**src/hw/axil_bus_pkg.sv**
```systemverilog
`default_nettype none

////////////////////////////////////////////////////////////
// AXI-lite bus definitions seen by the monitor
////////////////////////////////////////////////////////////

package axil_bus_pkg;

	// BRESP and RRESP width
	localparam int unsigned RESP_WIDTH = 2;

	// Response codes
	localparam logic [RESP_WIDTH-1:0] RESP_OKAY = 2'b00;
	// Exclusive okay, never legal on AXI-lite
	localparam logic [RESP_WIDTH-1:0] RESP_EXOKAY = 2'b01;
	localparam logic [RESP_WIDTH-1:0] RESP_SLVERR = 2'b10;
	localparam logic [RESP_WIDTH-1:0] RESP_DECERR = 2'b11;

endpackage

`default_nettype wire

```
**src/hw/axil_mon_pkg.sv**
```systemverilog
`default_nettype none

////////////////////////////////////////////////////////////
// Monitor limits and violation encoding
////////////////////////////////////////////////////////////

package axil_mon_pkg;

	// Outstanding counter width and highest legal count
	localparam int unsigned LG_DEPTH = 4;
	localparam int unsigned MAX_OUTSTANDING = 14;

	// Timeout limits, in consecutive sampled cycles
	localparam int unsigned MAX_WAIT = 12;
	localparam int unsigned MAX_RSTALL = 12;
	localparam int unsigned MAX_DELAY = 12;
	localparam int unsigned TIMER_WIDTH = 4;

	// Violation vector size
	localparam int unsigned VIO_COUNT = 12;
	localparam int unsigned VIO_IDX_WIDTH = 4;

	// Violation bit positions, lowest index wins as first
	localparam int unsigned VIO_RESP_IN_RESET = 0;
	localparam int unsigned VIO_BRESP_EXOKAY = 1;
	localparam int unsigned VIO_RRESP_EXOKAY = 2;
	localparam int unsigned VIO_DEPTH = 3;
	localparam int unsigned VIO_ORPHAN_RESP = 4;
	localparam int unsigned VIO_AW_WAIT = 5;
	localparam int unsigned VIO_W_WAIT = 6;
	localparam int unsigned VIO_AR_WAIT = 7;
	localparam int unsigned VIO_B_STALL = 8;
	localparam int unsigned VIO_R_STALL = 9;
	localparam int unsigned VIO_WR_DELAY = 10;
	localparam int unsigned VIO_RD_DELAY = 11;

endpackage

`default_nettype wire

```
**src/hw/axil_event_if.sv**
```systemverilog
`default_nettype none
`timescale 1ns/1ps

// Per-cycle handshake events from the decoder
interface axil_event_if;

	// Request handshakes, valid and ready together
	logic aw_req;
	logic w_req;
	logic ar_req;

	// Response handshakes
	logic b_ack;
	logic r_ack;

	// Raw response valids, used to excuse waits
	logic bvalid;
	logic rvalid;

	// Valid held while ready is low
	logic aw_stall;
	logic w_stall;
	logic ar_stall;
	logic b_stall;
	logic r_stall;

	modport source (
		output aw_req, w_req, ar_req, b_ack, r_ack, bvalid, rvalid,
		output aw_stall, w_stall, ar_stall, b_stall, r_stall
	);

	// Counters only need the strobes
	modport counter (input aw_req, w_req, ar_req, b_ack, r_ack);

	modport watch (input aw_stall, w_stall, ar_stall, b_stall, r_stall, bvalid, rvalid);

endinterface

`default_nettype wire

```
**src/hw/axil_event_decode.sv**
```systemverilog
`default_nettype none
`timescale 1ns/1ps

module axil_event_decode (
	input wire i_clk,
	input wire i_axi_reset_n,
	input wire i_axi_awvalid,
	input wire i_axi_awready,
	input wire i_axi_wvalid,
	input wire i_axi_wready,
	input wire i_axi_bvalid,
	input wire i_axi_bready,
	input wire [axil_bus_pkg::RESP_WIDTH-1:0] i_axi_bresp,
	input wire i_axi_arvalid,
	input wire i_axi_arready,
	input wire i_axi_rvalid,
	input wire i_axi_rready,
	input wire [axil_bus_pkg::RESP_WIDTH-1:0] i_axi_rresp,
	axil_event_if.source ev,
	output logic [2:0] o_vio
);
	import axil_bus_pkg::*;

	// High on the cycle right after reset was sampled low
	logic r_after_reset;

	// Only the exclusive-okay code is reserved
	function automatic logic resp_is_exokay(input logic [RESP_WIDTH-1:0] resp);
		logic hit;
		case (resp)
			RESP_OKAY, RESP_SLVERR, RESP_DECERR: hit = 1'b0;
			RESP_EXOKAY: hit = 1'b1;
			default: hit = 1'b0;
		endcase
		return hit;
	endfunction

	////////////////////////////////////////////////////////////
	// Handshake and stall strobes
	////////////////////////////////////////////////////////////

	assign ev.aw_req = i_axi_awvalid && i_axi_awready;
	assign ev.w_req = i_axi_wvalid && i_axi_wready;
	assign ev.ar_req = i_axi_arvalid && i_axi_arready;
	assign ev.b_ack = i_axi_bvalid && i_axi_bready;
	assign ev.r_ack = i_axi_rvalid && i_axi_rready;
	assign ev.bvalid = i_axi_bvalid;
	assign ev.rvalid = i_axi_rvalid;
	assign ev.aw_stall = i_axi_awvalid && !i_axi_awready;
	assign ev.w_stall = i_axi_wvalid && !i_axi_wready;
	assign ev.ar_stall = i_axi_arvalid && !i_axi_arready;
	assign ev.b_stall = i_axi_bvalid && !i_axi_bready;
	assign ev.r_stall = i_axi_rvalid && !i_axi_rready;

	////////////////////////////////////////////////////////////
	// Response checks
	////////////////////////////////////////////////////////////

	// Track reset, one cycle late
	always_ff @(posedge i_clk)
		r_after_reset <= !i_axi_reset_n;

	// Any response valid in reset or on the first cycle out of it
	assign o_vio[0] = (i_axi_bvalid || i_axi_rvalid) && (!i_axi_reset_n || r_after_reset);
	assign o_vio[1] = i_axi_bvalid && resp_is_exokay(i_axi_bresp);
	assign o_vio[2] = i_axi_rvalid && resp_is_exokay(i_axi_rresp);

endmodule

`default_nettype wire

```
**src/hw/axil_txn_counter.sv**
```systemverilog
`default_nettype none
`timescale 1ns/1ps

module axil_txn_counter (
	input wire i_clk,
	input wire i_axi_reset_n,
	axil_event_if.counter ev,
	output logic [axil_mon_pkg::LG_DEPTH-1:0] o_awr_outstanding,
	output logic [axil_mon_pkg::LG_DEPTH-1:0] o_wr_outstanding,
	output logic [axil_mon_pkg::LG_DEPTH-1:0] o_rd_outstanding,
	output logic [1:0] o_vio
);
	import axil_mon_pkg::*;

	// Overflow conditions per channel
	logic awr_full_req;
	logic wr_full_req;
	logic rd_full_req;

	// Next count from request and response strobes
	function automatic logic [LG_DEPTH-1:0] next_count(
		input logic [LG_DEPTH-1:0] cnt,
		input logic inc,
		input logic dec
	);
		logic [LG_DEPTH-1:0] nxt;
		nxt = cnt;
		// Request past the limit, count freezes
		if (inc && (cnt == MAX_OUTSTANDING))
			nxt = cnt;
		// Response with nothing to retire, stay at zero
		else if (dec && (cnt == '0))
			nxt = cnt;
		else if (inc && !dec)
			nxt = cnt + 1'b1;
		else if (dec && !inc)
			nxt = cnt - 1'b1;
		return nxt;
	endfunction

	////////////////////////////////////////////////////////////
	// Outstanding counters
	////////////////////////////////////////////////////////////

	// Both write counters retire on B, read retires on R
	always_ff @(posedge i_clk)
	begin
		if (!i_axi_reset_n)
		begin
			o_awr_outstanding <= '0;
			o_wr_outstanding <= '0;
			o_rd_outstanding <= '0;
		end
		else
		begin
			o_awr_outstanding <= next_count(o_awr_outstanding, ev.aw_req, ev.b_ack);
			o_wr_outstanding <= next_count(o_wr_outstanding, ev.w_req, ev.b_ack);
			o_rd_outstanding <= next_count(o_rd_outstanding, ev.ar_req, ev.r_ack);
		end
	end

	////////////////////////////////////////////////////////////
	// Depth and orphan checks
	////////////////////////////////////////////////////////////

	assign awr_full_req = ev.aw_req && (o_awr_outstanding == MAX_OUTSTANDING);
	assign wr_full_req = ev.w_req && (o_wr_outstanding == MAX_OUTSTANDING);
	assign rd_full_req = ev.ar_req && (o_rd_outstanding == MAX_OUTSTANDING);

	// Depth overflow on any channel
	assign o_vio[0] = awr_full_req || wr_full_req || rd_full_req;

	// A write response needs both address and data outstanding
	assign o_vio[1] = (ev.b_ack && ((o_awr_outstanding == '0) || (o_wr_outstanding == '0)))
		|| (ev.r_ack && (o_rd_outstanding == '0));

endmodule

`default_nettype wire

```
**src/hw/axil_timeout_watch.sv**
```systemverilog
`default_nettype none
`timescale 1ns/1ps

module axil_timeout_watch (
	input wire i_clk,
	input wire i_axi_reset_n,
	axil_event_if.watch ev,
	input wire [axil_mon_pkg::LG_DEPTH-1:0] i_awr_outstanding,
	input wire [axil_mon_pkg::LG_DEPTH-1:0] i_wr_outstanding,
	input wire [axil_mon_pkg::LG_DEPTH-1:0] i_rd_outstanding,
	output logic [6:0] o_vio
);
	import axil_mon_pkg::*;

	// Timer order matches o_vio
	// 0 AW wait, 1 W wait, 2 AR wait
	// 3 B stall, 4 R stall
	// 5 write delay, 6 read delay
	logic [6:0] timer_run;
	logic [TIMER_WIDTH-1:0] r_timer [7];

	// Limit for each timer slot
	function automatic int unsigned timer_limit(input int idx);
		int unsigned lim;
		if (idx < 3)
			lim = MAX_WAIT;
		else if (idx < 5)
			lim = MAX_RSTALL;
		else
			lim = MAX_DELAY;
		return lim;
	endfunction

	////////////////////////////////////////////////////////////
	// Conditions that keep each timer running
	////////////////////////////////////////////////////////////

	always_comb
	begin
		// Write requests are excused while a write response is pending
		timer_run[0] = ev.aw_stall && !ev.bvalid;
		timer_run[1] = ev.w_stall && !ev.bvalid;
		// Read requests are excused while a read response is pending
		timer_run[2] = ev.ar_stall && !ev.rvalid;
		// Responses held back by the master
		timer_run[3] = ev.b_stall;
		timer_run[4] = ev.r_stall;
		// Write needs both address and data before a response is owed
		timer_run[5] = (i_awr_outstanding != '0) && (i_wr_outstanding != '0)
			&& !ev.bvalid;
		timer_run[6] = (i_rd_outstanding != '0) && !ev.rvalid;
	end

	////////////////////////////////////////////////////////////
	// Timers
	////////////////////////////////////////////////////////////

	// Clear on a lapse, saturate one below the limit
	always_ff @(posedge i_clk)
	begin
		for (int i = 0; i < 7; i++)
		begin
			if (!i_axi_reset_n)
				r_timer[i] <= '0;
			else if (!timer_run[i])
				r_timer[i] <= '0;
			else if (r_timer[i] != TIMER_WIDTH'(timer_limit(i) - 1))
				r_timer[i] <= r_timer[i] + 1'b1;
		end
	end

	// Flag on the cycle that completes the limit
	always_comb
	begin
		for (int i = 0; i < 7; i++)
			o_vio[i] = timer_run[i] && (r_timer[i] == TIMER_WIDTH'(timer_limit(i) - 1));
	end

endmodule

`default_nettype wire

```
**src/hw/axil_violation_log.sv**
```systemverilog
`default_nettype none
`timescale 1ns/1ps

module axil_violation_log (
	input wire i_clk,
	input wire i_axi_reset_n,
	input wire [axil_mon_pkg::VIO_COUNT-1:0] i_vio,
	output logic [axil_mon_pkg::VIO_COUNT-1:0] o_violation,
	output logic [axil_mon_pkg::VIO_IDX_WIDTH-1:0] o_first_violation,
	output logic o_violation_valid
);
	import axil_mon_pkg::*;

	// Lowest pulsing index this cycle
	logic [VIO_IDX_WIDTH-1:0] lowest_idx;

	// Scan downward so the lowest set bit wins
	always_comb
	begin
		lowest_idx = '0;
		for (int i = VIO_COUNT - 1; i >= 0; i--)
		begin
			if (i_vio[i])
				lowest_idx = VIO_IDX_WIDTH'(i);
		end
	end

	////////////////////////////////////////////////////////////
	// Sticky flags and first capture
	////////////////////////////////////////////////////////////

	always_ff @(posedge i_clk)
	begin
		if (!i_axi_reset_n)
		begin
			o_violation <= '0;
			o_first_violation <= '0;
			o_violation_valid <= 1'b0;
		end
		else
		begin
			o_violation <= o_violation | i_vio;
			// Capture once, hold until reset
			if (!o_violation_valid && (|i_vio))
			begin
				o_first_violation <= lowest_idx;
				o_violation_valid <= 1'b1;
			end
		end
	end

endmodule

`default_nettype wire

```
**src/hw/axil_protocol_monitor.sv**
```systemverilog
`default_nettype none
`timescale 1ns/1ps

module axil_protocol_monitor (
	input wire i_clk,
	input wire i_axi_reset_n,
	input wire i_axi_awvalid,
	input wire i_axi_awready,
	input wire i_axi_wvalid,
	input wire i_axi_wready,
	input wire i_axi_bvalid,
	input wire i_axi_bready,
	input wire [axil_bus_pkg::RESP_WIDTH-1:0] i_axi_bresp,
	input wire i_axi_arvalid,
	input wire i_axi_arready,
	input wire i_axi_rvalid,
	input wire i_axi_rready,
	input wire [axil_bus_pkg::RESP_WIDTH-1:0] i_axi_rresp,
	output wire [axil_mon_pkg::LG_DEPTH-1:0] o_awr_outstanding,
	output wire [axil_mon_pkg::LG_DEPTH-1:0] o_wr_outstanding,
	output wire [axil_mon_pkg::LG_DEPTH-1:0] o_rd_outstanding,
	output wire [axil_mon_pkg::VIO_COUNT-1:0] o_violation,
	output wire [axil_mon_pkg::VIO_IDX_WIDTH-1:0] o_first_violation,
	output wire o_violation_valid
);
	import axil_mon_pkg::*;

	// Pulse vectors from each checker
	wire [2:0] decode_vio;
	wire [1:0] count_vio;
	wire [6:0] watch_vio;
	wire [VIO_COUNT-1:0] all_vio;

	axil_event_if ev ();

	////////////////////////////////////////////////////////////
	// Event decode and counting
	////////////////////////////////////////////////////////////

	axil_event_decode axil_event_decode_i (
		.i_clk(i_clk),
		.i_axi_reset_n(i_axi_reset_n),
		.i_axi_awvalid(i_axi_awvalid),
		.i_axi_awready(i_axi_awready),
		.i_axi_wvalid(i_axi_wvalid),
		.i_axi_wready(i_axi_wready),
		.i_axi_bvalid(i_axi_bvalid),
		.i_axi_bready(i_axi_bready),
		.i_axi_bresp(i_axi_bresp),
		.i_axi_arvalid(i_axi_arvalid),
		.i_axi_arready(i_axi_arready),
		.i_axi_rvalid(i_axi_rvalid),
		.i_axi_rready(i_axi_rready),
		.i_axi_rresp(i_axi_rresp),
		.ev(ev.source),
		.o_vio(decode_vio)
	);

	axil_txn_counter axil_txn_counter_i (
		.i_clk(i_clk),
		.i_axi_reset_n(i_axi_reset_n),
		.ev(ev.counter),
		.o_awr_outstanding(o_awr_outstanding),
		.o_wr_outstanding(o_wr_outstanding),
		.o_rd_outstanding(o_rd_outstanding),
		.o_vio(count_vio)
	);

	// Timers see the registered counts
	axil_timeout_watch axil_timeout_watch_i (
		.i_clk(i_clk),
		.i_axi_reset_n(i_axi_reset_n),
		.ev(ev.watch),
		.i_awr_outstanding(o_awr_outstanding),
		.i_wr_outstanding(o_wr_outstanding),
		.i_rd_outstanding(o_rd_outstanding),
		.o_vio(watch_vio)
	);

	////////////////////////////////////////////////////////////
	// Violation vector in bit-position order
	////////////////////////////////////////////////////////////

	assign all_vio[VIO_RESP_IN_RESET] = decode_vio[0];
	assign all_vio[VIO_BRESP_EXOKAY] = decode_vio[1];
	assign all_vio[VIO_RRESP_EXOKAY] = decode_vio[2];
	assign all_vio[VIO_DEPTH] = count_vio[0];
	assign all_vio[VIO_ORPHAN_RESP] = count_vio[1];
	assign all_vio[VIO_AW_WAIT] = watch_vio[0];
	assign all_vio[VIO_W_WAIT] = watch_vio[1];
	assign all_vio[VIO_AR_WAIT] = watch_vio[2];
	assign all_vio[VIO_B_STALL] = watch_vio[3];
	assign all_vio[VIO_R_STALL] = watch_vio[4];
	assign all_vio[VIO_WR_DELAY] = watch_vio[5];
	assign all_vio[VIO_RD_DELAY] = watch_vio[6];

	axil_violation_log axil_violation_log_i (
		.i_clk(i_clk),
		.i_axi_reset_n(i_axi_reset_n),
		.i_vio(all_vio),
		.o_violation(o_violation),
		.o_first_violation(o_first_violation),
		.o_violation_valid(o_violation_valid)
	);

endmodule

`default_nettype wire

```
**config.mk**
```make
export PLATFORM = sky130hd
export DESIGN_NAME = axil_protocol_monitor
export DESIGN_NICKNAME = d
export VERILOG_FILES = /design/src/hw/axil_bus_pkg.sv /design/src/hw/axil_mon_pkg.sv /design/src/hw/axil_event_if.sv /design/src/hw/axil_event_decode.sv /design/src/hw/axil_txn_counter.sv /design/src/hw/axil_timeout_watch.sv /design/src/hw/axil_violation_log.sv /design/src/hw/axil_protocol_monitor.sv
export SDC_FILE = /design/constraint.sdc
export NUM_CORES = 1
export LEC_CHECK = 0
export ABC_AREA = 1
export BUFFER_PORTS_ARGS = -buffer_cell sky130_fd_sc_hd__buf_2
export CORE_ASPECT_RATIO = 1.5
export CORE_MARGIN = 5
export CORE_UTILIZATION = 50
export DETAILED_ROUTE_END_ITERATION = 10
export GPL_TIMING_DRIVEN = 1
export MAX_ROUTING_LAYER = met4
export PLACE_DENSITY = 0.71
export RECOVER_POWER = 100
export SLEW_MARGIN = 20
export SYNTH_ARGS = -nofsm -noshare
export SYNTH_HDL_FRONTEND = slang
export SYNTH_SLANG_ARGS = --single-unit
export TNS_END_PERCENT = 5
```
**constraint.sdc**
```tcl
create_clock -name i_clk -period 2.1 [get_ports i_clk]
set_input_delay 0.21 -clock i_clk [delete_from_list [all_inputs] [get_ports i_clk]]
set_output_delay 0.21 -clock i_clk [all_outputs]
set_load 0.02 [all_outputs]
```
==> flow_summary.ini <==
[hold_path]
hold_class = in -> reg
hp-start = i_axi_bresp[0]

[setup_path]
path_max_fanout = 5
critPathRequiredTime_ns = 2.36
crit_arrival_ns = 2.17
cp-end-kind = flop
path_class = reg -> reg
setup.worst_path.start = axil_timeout_watch_i.r_timer[0][0]$_SDFFCE_PN0P_
r2r_start = axil_timeout_watch_i.r_timer[0][0]$_SDFFCE_PN0P_
worstSetupStartpointType = flop

[clock_network]
cts_tree = built
htree_levels = 3
post_cts_buffers = 0
numClockSinks = 58
clockBufferDepth = 2
post_cts_resized = 0
cts-root-buf = clkbuf_8
ctsHoldBuffers = 0
clk_pin_slew_worst_paths_ns = 0.06
cts_made_buffers = 9
worstSkewPairLatency_ns = 0.34

[timing]
hold_slack_ns = 0.210
rsz0062_at_grt = false
hold_viol = 0
setup_viol = 0
worst_slew_pin_slew_ns = 0.820
post-route-period-util_pct = 90.9
finalSetupTns_ns = 0
slew_viol_final = 0
layout_setup_ws_ns = 0.191
relSlewSlack_pct = 45.3
fin_worst_skew_ns = 0.00747
period_needed_ns = 1.91
max_freq_ghz = 0.524

[power_and_ir_drop]
total_power_mw = 2.77
vdd_drop_max_uv = 463
leakagePower_nw = 1.54
power_density_nw_per_um2 = 785

[logic_synthesis]
syn_avg_cell_area_um2 = 8.17
syn_nets = 410
synth_cells = 375
synth_top_family_by_area = simple AND/OR/NAND/NOR gates
ys_warn_count = 0
synth-edff-count = 28
synth_mux_area_share_pct = 0
synth_compound_area_share_pct = 8.25
ys_dominant_reg_cell = dfxtp_1
synth-seq-cells = 58
synth_xor_area_share_pct = 2.86
synthAdderAreaFrac_pct = 8.49
async_reset_ff_share_pct = 0
mappedNetlistArea_um2 = 3060
synthSimpleGateAreaFrac_pct = 25.6
ys_seq_area_share_pct = 47.0
yosysUniqueCellTypes = 30

[die]
die_h_um = 106
pin_count = 45
start_util_pct = 50.7
fp.dieW_um = 73.9
dieArea_um2 = 7830
coreArea_um2 = 6040
rows = 35

[placement]
post_dp_cell_area_um2 = 3400
post-place-ws_ns = 0.0889
dp_hpwl_um = 4940
io_buffers = 44
dp_cells = 494
gp_routability_congestion = 0.824

[detailed_routing]
drt-total-wl_um = 6290
vias = 2555
dr.pass1.iters = 4
ant_nets = 0
drc = 0
dr.first_iter.drc_count = 128
drt-vias-per-instance = 5.01
wl_per_cell_um = 12.3

[final_layout]
nNetsFinal = 466
stdcell_count = 510
syn_to_final_growth_pct = 15.0
drive_gt1_share_pct = 10.8
finalCoreUtilization_pct = 58.3
diodes = 0
final_area_um2 = 3520

[run_status]
outcome = completed

[grt]
grt_use_total_pct = 18.9
grt_pass1_vias = 2503
antenna_found_initial = 0
overflow = 0
grt_max_degree = 26
grt_pass1_wl_um = 11100

[job]
cap_violations = 0
[final cells by class]
cell class	instances	area, um^2
Clock inverter	6	57.6
Sequential cell	58	1440
Multi-Input combinational cell	254	1370
Clock buffer	10	128
Timing Repair Buffer	49	211
Tap cell	74	92.6
Fill cell	580	2520
Inverter	59	221
[state kept, by name (all words and copies together) (netlist names)]
name	count
axil_txn_counter_i.o_wr_outstanding	4
axil_event_decode_i.r_after_reset	1
axil_violation_log_i.o_first_violation	4
axil_timeout_watch_i.r_timer	28
axil_txn_counter_i.o_awr_outstanding	4
axil_violation_log_i.o_violation_valid	1
axil_violation_log_i.o_violation	12
axil_txn_counter_i.o_rd_outstanding	4
[layer usage]
layer / vias to the layer above / wire length [um] / track usage, %
li1: 1330 / - / -
met1: 1156 / 2750 / 23.0
met2: 59 / 3020 / 29.2
met3: 10 / 405 / 5.92
met4: 0 / 112 / 6.48
met5: - / 0 / -
[logic make-up (layout without fill, tap and decap cells)]
kind of cell	after synthesis	after routing
compound gates	46	46
xor+xnor	10	10
fa+ha+maj	19	19
buf+inv	63	124
flops	58	58
simple gates	179	179
[cells in the mapped netlist (4+ instances only)]
library cell,count,area [um^2]
edfxtp_1,28,841
nand2_1,67,251
inv_1,55,206
a21oi_1,24,120
nor3_1,4,20.0
ha_1,16,200
dfxtp_1,30,601
nor2_1,61,229
or2_2,7,43.8
inv_2,4,15.0
o21ai_0,14,70.1
xor2_1,10,87.6
nand4_1,5,31.3
nand3_1,25,125
[final timing paths]
check	to	slack [ns]	cells past startpoint
setup / recovery	axil_violation_log_i.o_first_violation[0]$_SDFFE_PN0P_	0.19	10
hold / removal	axil_violation_log_i.o_violation[1]$_SDFF_PN0_	0.21	3
setup reg to reg	axil_violation_log_i.o_first_violation[0]$_SDFFE_PN0P_	0.19	10
hold reg to reg	axil_violation_log_i.o_violation[5]$_SDFF_PN0_	0.44	2
[power breakdown]
part | leakage (nW) | switching [mW] | total (mW) | internal, mW
Sequential | 0.587 | 0.0669 | 1.31 | 1.25
Combinational | 0.863 | 0.315 | 0.479 | 0.163
Clock | 0.0874 | 0.436 | 0.973 | 0.537
Total | 1.54 | 0.818 | 2.77 | 1.95
[critical path, stage by stage (launching register included)]
cell	delay [ns]
edfxtp_1	0.37
ha_1	0.20
nand3_1	0.11
nor4_1	0.40
nor2_1	0.15
nand2_2	0.10
o21ai_2	0.06
and2_4	0.18
nor2_4	0.09
nand2_1	0.07
a21oi_2	0.10
[cells in the final DEF, fill, tap and decap left out, types with 4 or more instances in the layout]
master,instances
nand2_1,68
nor2_1,61
inv_1,56
clkbuf_1,34
dfxtp_1,30
edfxtp_1,28
nand3_1,26
a21oi_1,24
ha_1,16
o21ai_0,14
buf_2,13
xor2_1,10
clkbuf_8,9
or2_2,7
nand4_1,5
nor3_1,4
(Power assumes the default switching activity.)
